**config.mk**
```make
export PLATFORM = sky130hd
export DESIGN_NAME = mac_array
export DESIGN_NICKNAME = d
export VERILOG_FILES = /design/src/source/qlayer_pkg.sv /design/src/source/mac_array.sv
export SDC_FILE = /design/constraint.sdc
export NUM_CORES = 2
export LEC_CHECK = 0
export ABC_AREA = 1
export ABC_CLOCK_PERIOD_IN_PS = 4700
export CAP_MARGIN = 20
export CORE_MARGIN = 3
export CORE_UTILIZATION = 40
export DETAILED_ROUTE_END_ITERATION = 12
export DONT_BUFFER_PORTS = 1
export PLACE_DENSITY = 0.57
export SETUP_SLACK_MARGIN = 0.1
export SKIP_LAST_GASP = 1
export SYNTH_ARGS = -nofsm -noshare
export SYNTH_HDL_FRONTEND = slang
export SYNTH_SLANG_ARGS = --single-unit
```
**constraint.sdc**
```tcl
create_clock -name clk -period 4.7 [get_ports clk]
set_input_delay 0.94 -clock clk [delete_from_list [all_inputs] [get_ports clk]]
set_output_delay 0.94 -clock clk [all_outputs]
set_load 0.01 [all_outputs]
```
**src/source/qlayer_pkg.sv**
```systemverilog
// Shared sizes and types for the qlayer output stage.
// Holds the datapath widths, the element and vector types and the buffer
// count type used by the MAC array, the vector buffer and the scalers.

package qlayer_pkg;

    // Number of parallel dot products and requantized outputs.
    localparam int NUM_ELEMENTS = 8;

    // Datapath widths.
    localparam int ACT_WIDTH = 8;
    localparam int WGT_WIDTH = 8;
    localparam int ACC_WIDTH = 20;
    localparam int OUT_WIDTH = 8;

    // Requantization parameters. Changing these changes the arithmetic.
    localparam int SCALE_BITS = 16;
    localparam int SHIFT_BITS = 4;

    // Configuration write pointer width, enough to address every element.
    localparam int ADDR_WIDTH = 3;

    // Number of vectors the buffer between MAC array and scalers can hold.
    localparam int BUF_DEPTH = 2;

    typedef logic signed [ACT_WIDTH-1:0]  act_t;
    typedef logic signed [WGT_WIDTH-1:0]  wgt_t;
    typedef logic signed [ACC_WIDTH-1:0]  acc_t;
    typedef logic signed [OUT_WIDTH-1:0]  out_t;
    typedef logic signed [SCALE_BITS-1:0] scale_t;
    typedef logic        [SHIFT_BITS-1:0] shift_t;

    typedef acc_t acc_vec_t [NUM_ELEMENTS];
    typedef out_t out_vec_t [NUM_ELEMENTS];
    typedef wgt_t wgt_vec_t [NUM_ELEMENTS];

    // Wide enough to hold every value from empty up to BUF_DEPTH.
    typedef logic [$clog2(BUF_DEPTH+1)-1:0] buf_cnt_t;

endpackage

```
**src/source/mac_array.sv**
```systemverilog
// MAC array for the qlayer output stage.
// Multiplies one streamed activation per beat by a vector of weights and
// accumulates one dot product per element. On the last beat the finished
// vector is registered and pushed, and the accumulators restart from zero.
`timescale 1ns/1ps

module mac_array (
    input  logic                 clk,
    input  logic                 nrst,
    input  qlayer_pkg::act_t     x_i,
    input  qlayer_pkg::wgt_vec_t w_i,
    input  logic                 x_valid_i,
    input  logic                 x_last_i,
    output logic                 push_o,
    output qlayer_pkg::acc_vec_t wx_o
);

    // Running sums of the current beat stream.
    qlayer_pkg::acc_vec_t acc;

    // Sums including the product of the beat now on the inputs.
    qlayer_pkg::acc_vec_t acc_next;

    // The product is evaluated at the accumulator width, so the signed
    // operands are extended before the multiply and the sum simply wraps.
    always_comb begin
        for (int i = 0; i < qlayer_pkg::NUM_ELEMENTS; i++) begin
            acc_next[i] = acc[i] + x_i * w_i[i];
        end
    end

    always_ff @(posedge clk or negedge nrst) begin
        if (!nrst) begin
            for (int i = 0; i < qlayer_pkg::NUM_ELEMENTS; i++) begin
                acc[i] <= '0;
            end
        end else if (x_valid_i) begin
            for (int i = 0; i < qlayer_pkg::NUM_ELEMENTS; i++) begin
                // A last beat closes the vector, so the next stream starts clean.
                if (x_last_i) begin
                    acc[i] <= '0;
                end else begin
                    acc[i] <= acc_next[i];
                end
            end
        end
    end

    // Finished vector register, loaded only when a stream ends.
    always_ff @(posedge clk or negedge nrst) begin
        if (!nrst) begin
            for (int i = 0; i < qlayer_pkg::NUM_ELEMENTS; i++) begin
                wx_o[i] <= '0;
            end
        end else if (x_valid_i && x_last_i) begin
            for (int i = 0; i < qlayer_pkg::NUM_ELEMENTS; i++) begin
                wx_o[i] <= acc_next[i];
            end
        end
    end

    // The push strobe lines up with the vector it announces.
    always_ff @(posedge clk or negedge nrst) begin
        if (!nrst) begin
            push_o <= 1'b0;
        end else begin
            push_o <= x_valid_i && x_last_i;
        end
    end

endmodule

```
---- After elaboration in Yosys (flattened, before gate mapping) ----
Cells that the tools add are included.
word-level totals
  bits in registers ....................... 321
  output and inout bits ................... 161
  input bits .............................. 76
  logic and storage cells ................. 42
operators by class
  add/subtract/negate cells ............... 8
  multiplexer cells ....................... 8
  reductions and logical operators ........ 1
  multipliers ............................. 8
operators with widths
  kind                 count
  $add A20 B16 Y20     8
  $mux W20             8
  $mul A8 B8 Y16       8
  $logic_and A1 B1 Y1  1

---- Longest topological paths before layout ----
  word-level depth ........................ 3
  depth in mapped cells ................... 26

---- Least setup slack after synthesis ----
OpenSTA, ideal clock, no wires.
  path kind ............................... input-to-reg
  start ................................... input port x_i[7]
  end ..................................... register acc[92] in the netlist's numbering
  data required time ...................... 4.582 ns
  buffers on the path ..................... 2
  setup slack ............................. -0.913 ns
  cell stages on the path ................. 20
  arrival ................................. 5.495 ns
  cell sequence ........................... clkbuf_1 -> buf_1 -> nand2_1 -> inv_1 -> fa_1 -> fa_1 -> inv_1 -> fa_1 -> fa_1 -> inv_1 -> fa_1 -> ha_1 -> a21oi_1 -> nand2_1 -> nand2_1 -> nand2_1 -> nand3_1 -> nand3b_1 -> nand3_1 -> nand2_1
on the way
  longest elaborated chain between the ends .. 3
ends and longest elaborated chain
  item                             line             RTL
  from (decl)                      mac_array.sv:10  input qlayer_pkg::act_t x_i,
  $mul A8 B8 Y16                   mac_array.sv:28  acc_next[i] = acc[i] + x_i * w_i[i];
  $add A20 B16 Y20                 mac_array.sv:28
  $mux W20                         mac_array.sv:40  if (x_last_i) begin
  to (signal, indexed assignment)  mac_array.sv:43  acc[i] <= acc_next[i];
  to (decl)                        mac_array.sv:19  qlayer_pkg::acc_vec_t acc;
Every way passes these cells.
A chain may end at the register's enable or synchronous reset.

---- Final worst setup path ----
  start ................................... input port x_i[7]
  end ..................................... register wx_o[110] in the netlist's numbering
on the way
  longest elaborated chain between the ends .. 2
ends and longest elaborated chain
  item                             line             RTL
  $mul A8 B8 Y16                   mac_array.sv:28
  $add A20 B16 Y20                 mac_array.sv:28
  to (signal, indexed assignment)  mac_array.sv:57  wx_o[i] <= acc_next[i];
  to (decl)                        mac_array.sv:15  output qlayer_pkg::acc_vec_t wx_o
Every way passes these cells.

==> flow_metrics.py <==
metrics = {
    "worst_setup_path": {
        "cp_data_arrival_time_ps": 5000,
        "path_buf_inv": 3,
        "crit_type": "in2reg",
        "setup.worst_path.end_class": "register",
        "critical-path-max-stage-delay_ps": 570,
        "crit_path_frequent_cell": "fa_1",
        "crit_family": "adder cells",
        "crit_slowest_cell": "fa_1",
        "worst-endpoint-required_ps": 5170,
        "critPathLaunchType": "input pin",
        "sequence_of_cells_on_the_critical_path": "nand2_2 -> buf_4 -> fa_1 -> inv_1 -> fa_1 -> fa_1 -> fa_1 -> fa_1 -> ha_4 -> a21oi_2 -> nand2_1 -> nand2_1 -> nand2_1 -> xnor2_1 -> buf_4 -> o21ai_0",
        "timing.critical_path.fanout_max": 64,
    },
    "grt": {
        "grt_usage": 0.218,
        "grt_antenna_before_repair": 2,
        "grt.overflow.total": 0,
        "vias_in_the_first_global_route": 35000,
        "wire_length_of_the_first_global_routing_pass_um": 192000,
        "grt_max_degree": 299,
    },
    "place": {
        "buffer_ports.inserted": 0,
        "dp.final_hpwl_um": 88800,
        "gp_routability_congestion": 0.871,
    },
    "synthesis": {
        "synth.distinct_cells": 36,
        "instance_count_of_the_mapped_netlist": 5166,
        "syn-mean-instance-area_um2": 8.25,
        "synth_edf_count": 0,
        "netlist_area_um2": 42600,
        "ys.flop_type": "dfrtp_1",
        "share_of_the_yosys_chip_area_belonging_to_registers": 0.189,
        "ys_seq_elements": 321,
        "yosys_warnings": 0,
        "asyncSetResetFlopFracSynth": 1.00,
        "synth_fp_nets": 6314,
    },
    "floorplan": {
        "core_area_um2": 106000,
        "core.rowCount": 119,
        "die_height_um": 332,
        "boundaryPins": 237,
        "initial_core_util": 0.404,
        "die_area_um2": 110000,
        "die_x_um": 332,
    },
    "finish": {
        "multiInputGateArea_um2": 31300,
        "n_fill_cell": 10100,
        "finalCoreUtilization": 0.477,
        "antenna-diode-count": 0,
        "drive_above_1_share": 0.139,
        "layout.area.seq_um2": 8030,
        "num-nets-final": 6555,
        "syn_to_final_growth_pct": 18.2,
    },
    "clock_network": {
        "clock_tree.root_cell": "clkbuf_16",
        "cts_tree": "done",
        "tritoncts_num_sinks": 321,
        "cts_h_tree_depth": 2,
        "tritoncts.num_buffers": 45,
        "latest_clock_arrival_within_the_worst_skew_pair_ps": 630,
        "worst_setup_hold_path_clk_slew_ps": 60,
        "deepest_clock_path_buffer_count": 3,
    },
    "sta": {
        "clock.fmax_mhz": 221,
        "max_slew.worst_pin.slew_ps": 959,
        "slew_viol_final": 0,
        "timing.max_slew.rel_slack": 0.361,
        "rsz0062_at_grt": "yes",
        "period_minus_ws_final_ps": 4530,
        "report.final.setup_viol": 0,
        "period_share": 0.963,
        "final_hold_viol_count": 0,
        "setup_clock_skew_after_layout_ps": 25.9,
    },
    "detailed_routing": {
        "first_pass_iters": 7,
        "vias": 32700,
        "drtAntennaViolNets": 0,
        "routedWlPerCell_um": 17.0,
        "drt-total-wl_um": 116000,
        "drt_first_iter_violations": 1504,
        "vias_per_cell": 4.79,
        "drt_drc_violations_left": 0,
    },
    "worst_hold_path": {
        "min-delay-path-class": "in2async",
    },
    "flow_run": {
        "max_cap_viol_count": 0,
    },
    "status": {
        "outcome": "finished, final reports clean",
    },
}
[stage by stage]
stage          hold WS (ps)  std cells  setup WS [ps]  TNS (ps)  instance area, um^2
3_5_place_dp            485       6749           -412    -59780                48700
5_1_grt               0.317       6833           76.6         0                50400
3_3_place_gp            474       6749           -413    -53780                48700
2_1_floorplan           459       5166           -445    -53640                45000
4_1_cts               -18.4       6832            238         0                50300
6_report               33.5       6833            175         0                50400
[cells in the mapped netlist, drive strengths merged (7+ instances only)]
| cell type | count | area, um^2 |
|---|---|---|
| buf | 66 | 303 |
| fa | 704 | 14100 |
| nand3 | 264 | 1330 |
| nand2 | 1397 | 5270 |
| nand3b | 40 | 300 |
| o21ai | 166 | 831 |
| o21a | 15 | 113 |
| nor2 | 181 | 707 |
| clkinv | 7 | 26.3 |
| or2 | 20 | 128 |
| clkbuf | 112 | 475 |
| inv | 1223 | 4590 |
| a21oi | 110 | 562 |
| xor2 | 21 | 184 |
| ha | 368 | 4600 |
| xnor2 | 45 | 394 |
| nand4 | 39 | 244 |
| nor3 | 17 | 105 |
| dfrtp | 321 | 8030 |
| o22ai | 45 | 282 |
[flip-flops by register name, indices dropped and copies added, names as in the netlist]
register and cells:
acc 160, wx_o 160, push_o 1
[routing by layer]
metal / vias up / global-route usage / part of all wire / wire (um)
li1: 15900 / - / - / -
met1: 16100 / 0.290 / 0.45 / 52000
met2: 614 / 0.359 / 0.46 / 53900
met3: 138 / 0.0459 / 0.059 / 6830
met4: 2 / 0.0627 / 0.030 / 3450
met5: - / 0 / 0.00011 / 13
[area by class of cell]
cell class                      count  share of cell area
Multi-Input combinational cell   3437               0.622
Sequential cell                   321               0.159
Inverter                         1230              0.0926
Timing Repair Buffer              372              0.0605
Tap cell                         1391              0.0346
Clock buffer                       60              0.0247
Clock inverter                     22             0.00626
[worst paths after layout]
path	endpoint	from	cells past startpoint	slack (ps)
max	wx_o[110]	x_i[7]	16	170
min	acc[33]	nrst	0	30
max reg2reg	acc[132]	acc[124]	23	330
min reg2reg	acc[40]	acc[40]	2	490
max in group asynchronous	wx_o[58]	nrst	0	4220
min in group clk	acc[62]	x_valid_i	1	440
[kinds of logic (layout without fill, tap and decap cells)]
logic type | after synthesis | in the layout | synth area share
AND/OR/NAND/NOR | 1959 | 1959 | 0.190
AO/OA/AOI/OAI | 340 | 340 | 0.0426
XOR/XNOR | 66 | 66 | 0.0136
flip-flops | 321 | 321 | 0.189
buffers and inverters | 1408 | 1684 | 0.127
adder cells (fa/ha/maj) | 1072 | 1072 | 0.439
[timing repair]
action	CTS	global route
hold buffers	1	0
setup endpoints to repair	0	32
gates resized for setup	0	16
hold endpoints to repair	24	0
buffers inserted	0	1
[cell usage in the layout (no fill, tap or decap), types with 66 or more instances in the layout]
cell type,Yosys,routed
o21ai_0,154,139
buf_4,6,351
inv_1,1218,1203
ha_1,368,231
a21oi_1,107,66
nor2_1,174,162
nand2_1,1387,1342
nand3_1,262,258
dfrtp_1,321,321
ha_4,0,135
fa_1,704,695
Power is left out: the tool's default activity adds up to more than one toggle a clock period on the data nets, which glitch-free logic cannot reach.
