## config.mk

```make
export PLATFORM = sky130hd
export DESIGN_NAME = wx_buffer
export DESIGN_NICKNAME = d
export VERILOG_FILES = /design/src/source/qlayer_pkg.sv /design/src/source/wx_buffer.sv
export SDC_FILE = /design/constraint.sdc
export NUM_CORES = 1
export LEC_CHECK = 0
export BUFFER_PORTS_ARGS = -buffer_cell sky130_fd_sc_hd__buf_2
export CAP_MARGIN = 20
export CORE_MARGIN = 4
export CORE_UTILIZATION = 49
export CTS_CLUSTER_SIZE = 40
export DETAILED_ROUTE_END_ITERATION = 7
export GPL_ROUTABILITY_DRIVEN = 1
export MAX_ROUTING_LAYER = met4
export PLACE_DENSITY = 0.85
export SLEW_MARGIN = 5
export SYNTH_ARGS = -nofsm -noshare
export SYNTH_HDL_FRONTEND = slang
export SYNTH_SLANG_ARGS = --single-unit
export TNS_END_PERCENT = 50
```

## constraint.sdc

```tcl
create_clock -name clk -period 1.5 [get_ports clk]
set_input_delay 0 -clock clk [delete_from_list [all_inputs] [get_ports clk]]
set_output_delay 0 -clock clk [all_outputs]
set_load 0.01 [all_outputs]
```

## src/source/qlayer_pkg.sv

```systemverilog
// Shared sizes and types for the qlayer output stage.
// Holds the datapath widths, the element and vector types and the buffer
// count type used by the MAC array, the vector buffer and the scalers.

package qlayer_pkg;

    // Number of parallel dot products and requantized outputs.
    localparam int NUM_ELEMENTS = 8;

    // Datapath widths.
    localparam int ACT_WIDTH = 8;
    localparam int WGT_WIDTH = 8;
    localparam int ACC_WIDTH = 20;
    localparam int OUT_WIDTH = 8;

    // Requantization parameters. Changing these changes the arithmetic.
    localparam int SCALE_BITS = 16;
    localparam int SHIFT_BITS = 4;

    // Configuration write pointer width, enough to address every element.
    localparam int ADDR_WIDTH = 3;

    // Number of vectors the buffer between MAC array and scalers can hold.
    localparam int BUF_DEPTH = 2;

    typedef logic signed [ACT_WIDTH-1:0]  act_t;
    typedef logic signed [WGT_WIDTH-1:0]  wgt_t;
    typedef logic signed [ACC_WIDTH-1:0]  acc_t;
    typedef logic signed [OUT_WIDTH-1:0]  out_t;
    typedef logic signed [SCALE_BITS-1:0] scale_t;
    typedef logic        [SHIFT_BITS-1:0] shift_t;

    typedef acc_t acc_vec_t [NUM_ELEMENTS];
    typedef out_t out_vec_t [NUM_ELEMENTS];
    typedef wgt_t wgt_vec_t [NUM_ELEMENTS];

    // Wide enough to hold every value from empty up to BUF_DEPTH.
    typedef logic [$clog2(BUF_DEPTH+1)-1:0] buf_cnt_t;

endpackage

```

## src/source/wx_buffer.sv

```systemverilog
// Vector buffer between the MAC array and the output scalers.
// A small circular FIFO of accumulator vectors. A pop is taken whenever
// a read is requested and a vector is held; a push into a full buffer
// with no pop at the same edge is dropped and flagged until reset.
`timescale 1ns/1ps

module wx_buffer (
    input  logic                 clk,
    input  logic                 nrst,
    input  logic                 push_i,
    input  qlayer_pkg::acc_vec_t wx_i,
    input  logic                 rd_i,
    output qlayer_pkg::acc_vec_t wx_o,
    output logic                 take_o,
    output logic                 avail_o,
    output logic                 overflow_o
);

    qlayer_pkg::acc_vec_t mem [qlayer_pkg::BUF_DEPTH];

    logic [$clog2(qlayer_pkg::BUF_DEPTH)-1:0] wr_ptr;
    logic [$clog2(qlayer_pkg::BUF_DEPTH)-1:0] rd_ptr;
    qlayer_pkg::buf_cnt_t                      count;
    logic                                      full;
    logic                                      do_push;

    assign avail_o = (count != '0);
    assign full    = (int'(count) == qlayer_pkg::BUF_DEPTH);
    assign take_o  = rd_i && avail_o;

    // A pop at the same edge frees a slot, so a full buffer still accepts.
    assign do_push = push_i && (!full || take_o);

    assign wx_o = mem[rd_ptr];

    always_ff @(posedge clk or negedge nrst) begin
        if (!nrst) begin
            for (int i = 0; i < qlayer_pkg::BUF_DEPTH; i++) begin
                for (int j = 0; j < qlayer_pkg::NUM_ELEMENTS; j++) begin
                    mem[i][j] <= '0;
                end
            end
        end else if (do_push) begin
            mem[wr_ptr] <= wx_i;
        end
    end

    always_ff @(posedge clk or negedge nrst) begin
        if (!nrst) begin
            wr_ptr     <= '0;
            rd_ptr     <= '0;
            count      <= '0;
            overflow_o <= 1'b0;
        end else begin
            if (do_push) begin
                wr_ptr <= (int'(wr_ptr) == qlayer_pkg::BUF_DEPTH - 1) ? '0 : wr_ptr + 1'b1;
            end
            if (take_o) begin
                rd_ptr <= (int'(rd_ptr) == qlayer_pkg::BUF_DEPTH - 1) ? '0 : rd_ptr + 1'b1;
            end
            if (do_push && !take_o) begin
                count <= count + 1'b1;
            end else if (take_o && !do_push) begin
                count <= count - 1'b1;
            end
            // The flag is sticky because the dropped vector is lost for good.
            if (push_i && !do_push) begin
                overflow_o <= 1'b1;
            end
        end
    end

endmodule

```

Word-level counts from Yosys, hierarchy flattened
Index checks and enable logic that the tools add are counted.
W data, S select, Z words.

operators by class
  add/subtract/negate cells = 4
  order comparisons = 3
  equal/unequal tests = 1
  muxes and demuxes = 10
  bitwise logic cells = 2
  reductions and logical operators = 12

operators by type and width
  cell                   number
  $mux W160              4
  $bwmux W320            1
  $demux W160 S1         1
  $logic_and A1 B1 Y1    6
  $ge A2 B2 Y1 const B   2
  $mux W2                2
  $not A1 Y2             2
  $reduce_bool A2 Y1     2
  $logic_not A1 Y1       3
  $add A1 B1 Y1 const B  2
  $add A2 B1 Y2 const B  1
  $eq A2 B2 Y1 const B   1
  $lt A2 B1 Y1 const B   1
  $mux W1                2
  $sub A2 B1 Y2 const B  1
  $logic_or A1 B1 Y1     1

word-level totals
  register bits after elaboration = 325
  bits of input ports = 164
  output and inout bits = 163
  logic and storage cells = 52

Logic depth before layout (Yosys ltp)
  depth in word-level cells = 8
  depth in mapped cells = 6
  mapped depth without buffers = 6

Worst setup path after synthesis
No wires, ideal clock.

  kind = register to register
  from = reg count[1]
  to = reg mem[173] in the netlist's numbering
  setup time = 128 ps
  arrival = 1501 ps
  required time = 1372 ps
  setup slack = -129 ps
  cell stages (with the launch flop) = 6
  buffers on the path = 2
  period minus slack after synthesis = 1629 ps
  cell sequence = dfrtp_1 > nor3b_2 > nor3b_2 > buf_4 > buf_4 > mux2_1

between the ends
  word-level cells in the longest chain between the ends = 4
  elaborated cells between the ends (all ways) = 6
  those cells by class = eq/ne: 1; reduce/logical: 5

ends and longest elaborated chain
  item                                                     RTL line                          source
  start, declared                                          wx_buffer.sv:23                   qlayer_pkg::buf_cnt_t count;
  start signal, assigned                                   wx_buffer.sv:62                   count <= count + 1'b1;
  start signal, assigned                                   wx_buffer.sv:64                   count <= count - 1'b1;
  $eq A2 B2 Y1 or $reduce_bool A2 Y1 (tied branches)       wx_buffer.sv:28, wx_buffer.sv:27
  $logic_not A1 Y1 or $logic_and A1 B1 Y1 (tied branches)  wx_buffer.sv:32, wx_buffer.sv:29
  $logic_or A1 B1 Y1 (*)                                   wx_buffer.sv:32                   assign do_push = push_i && (!full || take_o);
  $logic_and A1 B1 Y1 (*)                                  wx_buffer.sv:32
  end signal, assigned by index                            wx_buffer.sv:44                   mem[wr_ptr] <= wx_i;
  end, declared                                            wx_buffer.sv:19                   qlayer_pkg::acc_vec_t mem [qlayer_pkg::BUF_DEPTH];

Mark *: on every way between the ends. The rest lies on a longest branch, timed or not.
A chain may end at the register's enable or synchronous reset.

Worst setup path in the final report
  from = reg count[1]
  to = reg mem[83] in the netlist's numbering

The elaborated chain is that of the path after synthesis.

==> flow_summary.ini <==
[sta]
clock_skew_ps = 26.0
final-setup-viol-count = 484
postLayoutSetupSlackWorst_ps = -410
report.final.hold_viol_count = 0
post-route-min-period_ps = 1910
final_max_slew_viol_count = 0
period_share = 1.27
slew_headroom = 0.436
hold-worst-slack_ps = 16.8
max_freq_ghz = 0.524
setup_total_negative_slack_ps = -146840
worstMarginPinSlew_ps = 844
rsz0062_at_grt = true

[layout]
final_net_count = 1630
mostFrequentLayoutCells = sky130_fd_sc_hd__mux2_2 (346), sky130_fd_sc_hd__dfrtp_1 (324), sky130_fd_sc_hd__buf_2 (237)
drive_gt1_frac = 0.650
areaGrowthSynthToFinish_pct = 53.4
final_common_cell = sky130_fd_sc_hd__mux2_2
layout.cells.non_filler = 1868
finalInstanceArea_mm2 = 0.0215

[worst_setup_path]
worstSetupEndpointType = flip-flop
critical_path_class = reg2reg
crit_fanout = 18
critical_path_arrival_ps = 2280
worst-endpoint-required_ps = 1870
cp-start-kind = flip-flop

[synthesis]
synthesized_area_fraction_occupied_by_and_or_nand_nor_cells = 0.00375
main_combinational_cell_family_by_area_after_synthesis = multiplexers
synth.area.mux_share = 0.386
part_of_the_yosys_area_used_for_sequential_elements = 0.581
synth-adder-area-share = 0.000894
synth-xor-area-share = 0.00313
synth_compound_area_frac = 0.000536
syn_area_mm2 = 0.0140
syn_inst = 873
synth-seq-cells = 325
syn_area_per_cell_um2 = 16.0
ys.warnings.count = 0
synth.distinct_cells = 17
mappedNetlistNets = 1038

[die]
die_width_um = 177
placeableCoreArea_mm2 = 0.0280
io-pin-count = 327
rows = 61
floorplan.die.height_um = 177
start_util = 0.500
die_area_mm2 = 0.0313

[clock_tree]
clockRootBuffer = sky130_fd_sc_hd__clkbuf_16
cts_max_path_buffers = 3
cts_tree = yes
path_clk_slew_ps = 70
cts-buffers-inserted = 35
cts_hold_buf = 165
clock-sinks = 325
worst_skew_pair.late_latency_ps = 520
cts_max_level = 2

[run]
drv_cap = 0

[placed_design]
globalplace.congestion = 0.810
port-buffer-count = 326
detailed_place.area_mm2 = 0.0167
place.detailed.instances = 1592
place.detailed.hpwl_um = 23200

[drt]
wirelength_met1_um = 17600
drt_iter0_drc = 602
ant_nets = 0
via_per_inst = 5.59
route.final.wire_length_um = 49400
route.detailed.wl_per_inst_um = 26.4
drtPass1Iterations = 4
wl_met2_um = 26100
routed.top_layer = met4
detail_route.drc_violations = 0
met3RoutedLength_um = 3020
detailroute.via_count = 10446

[global_routing]
first_global_vias = 11922
grt_first_pass_wirelength_um = 69400
antenna_found_initial = 1
grt_max_degree = 63
grt_use_total = 0.296
grt_remaining_overflow = 0

[status]
status = finished with violations
failed_checks = setup timing

[power]
powerDensity_mw_per_mm2 = 2470
p_leak_nw = 9.79
max-vdd-ir-drop_uv = 1750

[min_path]
path_class_of_the_lowest_slack_min_delay_path = in2reg
-- power breakdown --
group | internal (mW) | leakage (nW) | switching [mW]
registers | 13.3 | 3.82 | 2.98
logic | 16.3 | 5.40 | 11.3
clock network | 5.27 | 0.581 | 3.73
total | 34.9 | 9.79 | 18.0
-- per-layer routing --
metal | track usage | vias to the layer above
met1 | 0.329 | 5366
met3 | 0.0583 | 181
met4 | 0.140 | 0
met2 | 0.514 | 556
met5 | - | -
li1 | - | 4343
-- logic make-up (layout without fill, tap and decap cells) --
family | after synthesis | after routing
AND/OR/NAND/NOR | 8 | 8
other | 0 | 1
buffers and inverters | 53 | 669
AO/OA/AOI/OAI | 1 | 1
flip-flops | 325 | 325
XOR/XNOR | 5 | 5
multiplexers | 480 | 480
adder cells (fa/ha/maj) | 1 | 1
-- cells in the mapped netlist --
cell type / number / area (µm²)
sky130_fd_sc_hd__a21o_1: 1 / 7.51
sky130_fd_sc_hd__buf_2: 21 / 105
sky130_fd_sc_hd__buf_4: 12 / 90.1
sky130_fd_sc_hd__buf_6: 10 / 113
sky130_fd_sc_hd__clkbuf_1: 9 / 33.8
sky130_fd_sc_hd__dfrtp_1: 325 / 8130
sky130_fd_sc_hd__ha_1: 1 / 12.5
sky130_fd_sc_hd__inv_1: 1 / 3.75
sky130_fd_sc_hd__mux2_1: 100 / 1130
sky130_fd_sc_hd__mux2_2: 380 / 4280
sky130_fd_sc_hd__nand2_1: 2 / 7.51
sky130_fd_sc_hd__nor2_1: 2 / 7.51
sky130_fd_sc_hd__nor2b_1: 1 / 6.26
sky130_fd_sc_hd__nor3b_2: 2 / 25.0
sky130_fd_sc_hd__or2_2: 1 / 6.26
sky130_fd_sc_hd__xnor2_1: 2 / 17.5
sky130_fd_sc_hd__xor2_1: 3 / 26.3
-- state kept, by name, summed over array words and instances (netlist names) --
signal,flops
count,2
mem,320
overflow_o,1
rd_ptr,1
wr_ptr,1
-- per-stage QoR --
stage	util	power, mW	worst slack [ps]
final	0.766	53.0	-410
after global routing	0.766	54.8	-438
after CTS	0.749	49.2	-391
after detailed placement	0.594	34.8	-192
after global placement	0.594	34.1	-163
after floorplan	-	27.2	-129
-- layout make-up --
type / count / area [µm²]
fill: 1438 / 6540
clock buffer: 52 / 1100
tap: 378 / 473
multi-input combinational: 495 / 6000
sequential: 325 / 8140
clock inverter: 9 / 81.3
inverter: 1 / 6.26
antenna: 1 / 2.50
timing repair buffer: 607 / 5670
-- what timing repair did --
| action | 4_1_cts | 5_1_grt |
|---|---|---|
| endpoints found under the hold margin | 647 | 1 |
| resized for setup | 197 | 107 |
| setup endpoints to repair | 470 | 501 |
| pin swaps | 3 | 7 |
| gates cloned | 15 | 3 |
| buffers inserted | 27 | 10 |
-- critical path, stage by stage, from the launching register on --
cell,delay (ps)
sky130_fd_sc_hd__dfrtp_1,400
sky130_fd_sc_hd__nor3b_4,170
sky130_fd_sc_hd__buf_6,120
sky130_fd_sc_hd__buf_4,130
sky130_fd_sc_hd__nor2_4,170
sky130_fd_sc_hd__buf_12,200
sky130_fd_sc_hd__buf_12,180
sky130_fd_sc_hd__mux2_2,370
-- path summary, 6_finish.rpt --
path / depth (start not counted) / startpoint / slack, ps / to
min in group asynchronous: 3 / nrst / 190 / mem[230]
worst max register to register: 7 / count[1] / -410 / mem[83]
worst min register to register: 1 / mem[252] / 480 / mem[252]
worst min-delay path: 4 / rd_i / 20 / overflow_o
max in group asynchronous: 3 / nrst / 70 / mem[14]
worst max-delay path: 7 / count[1] / -410 / mem[83]
No activity file was read; power rests on OpenSTA's default activity.
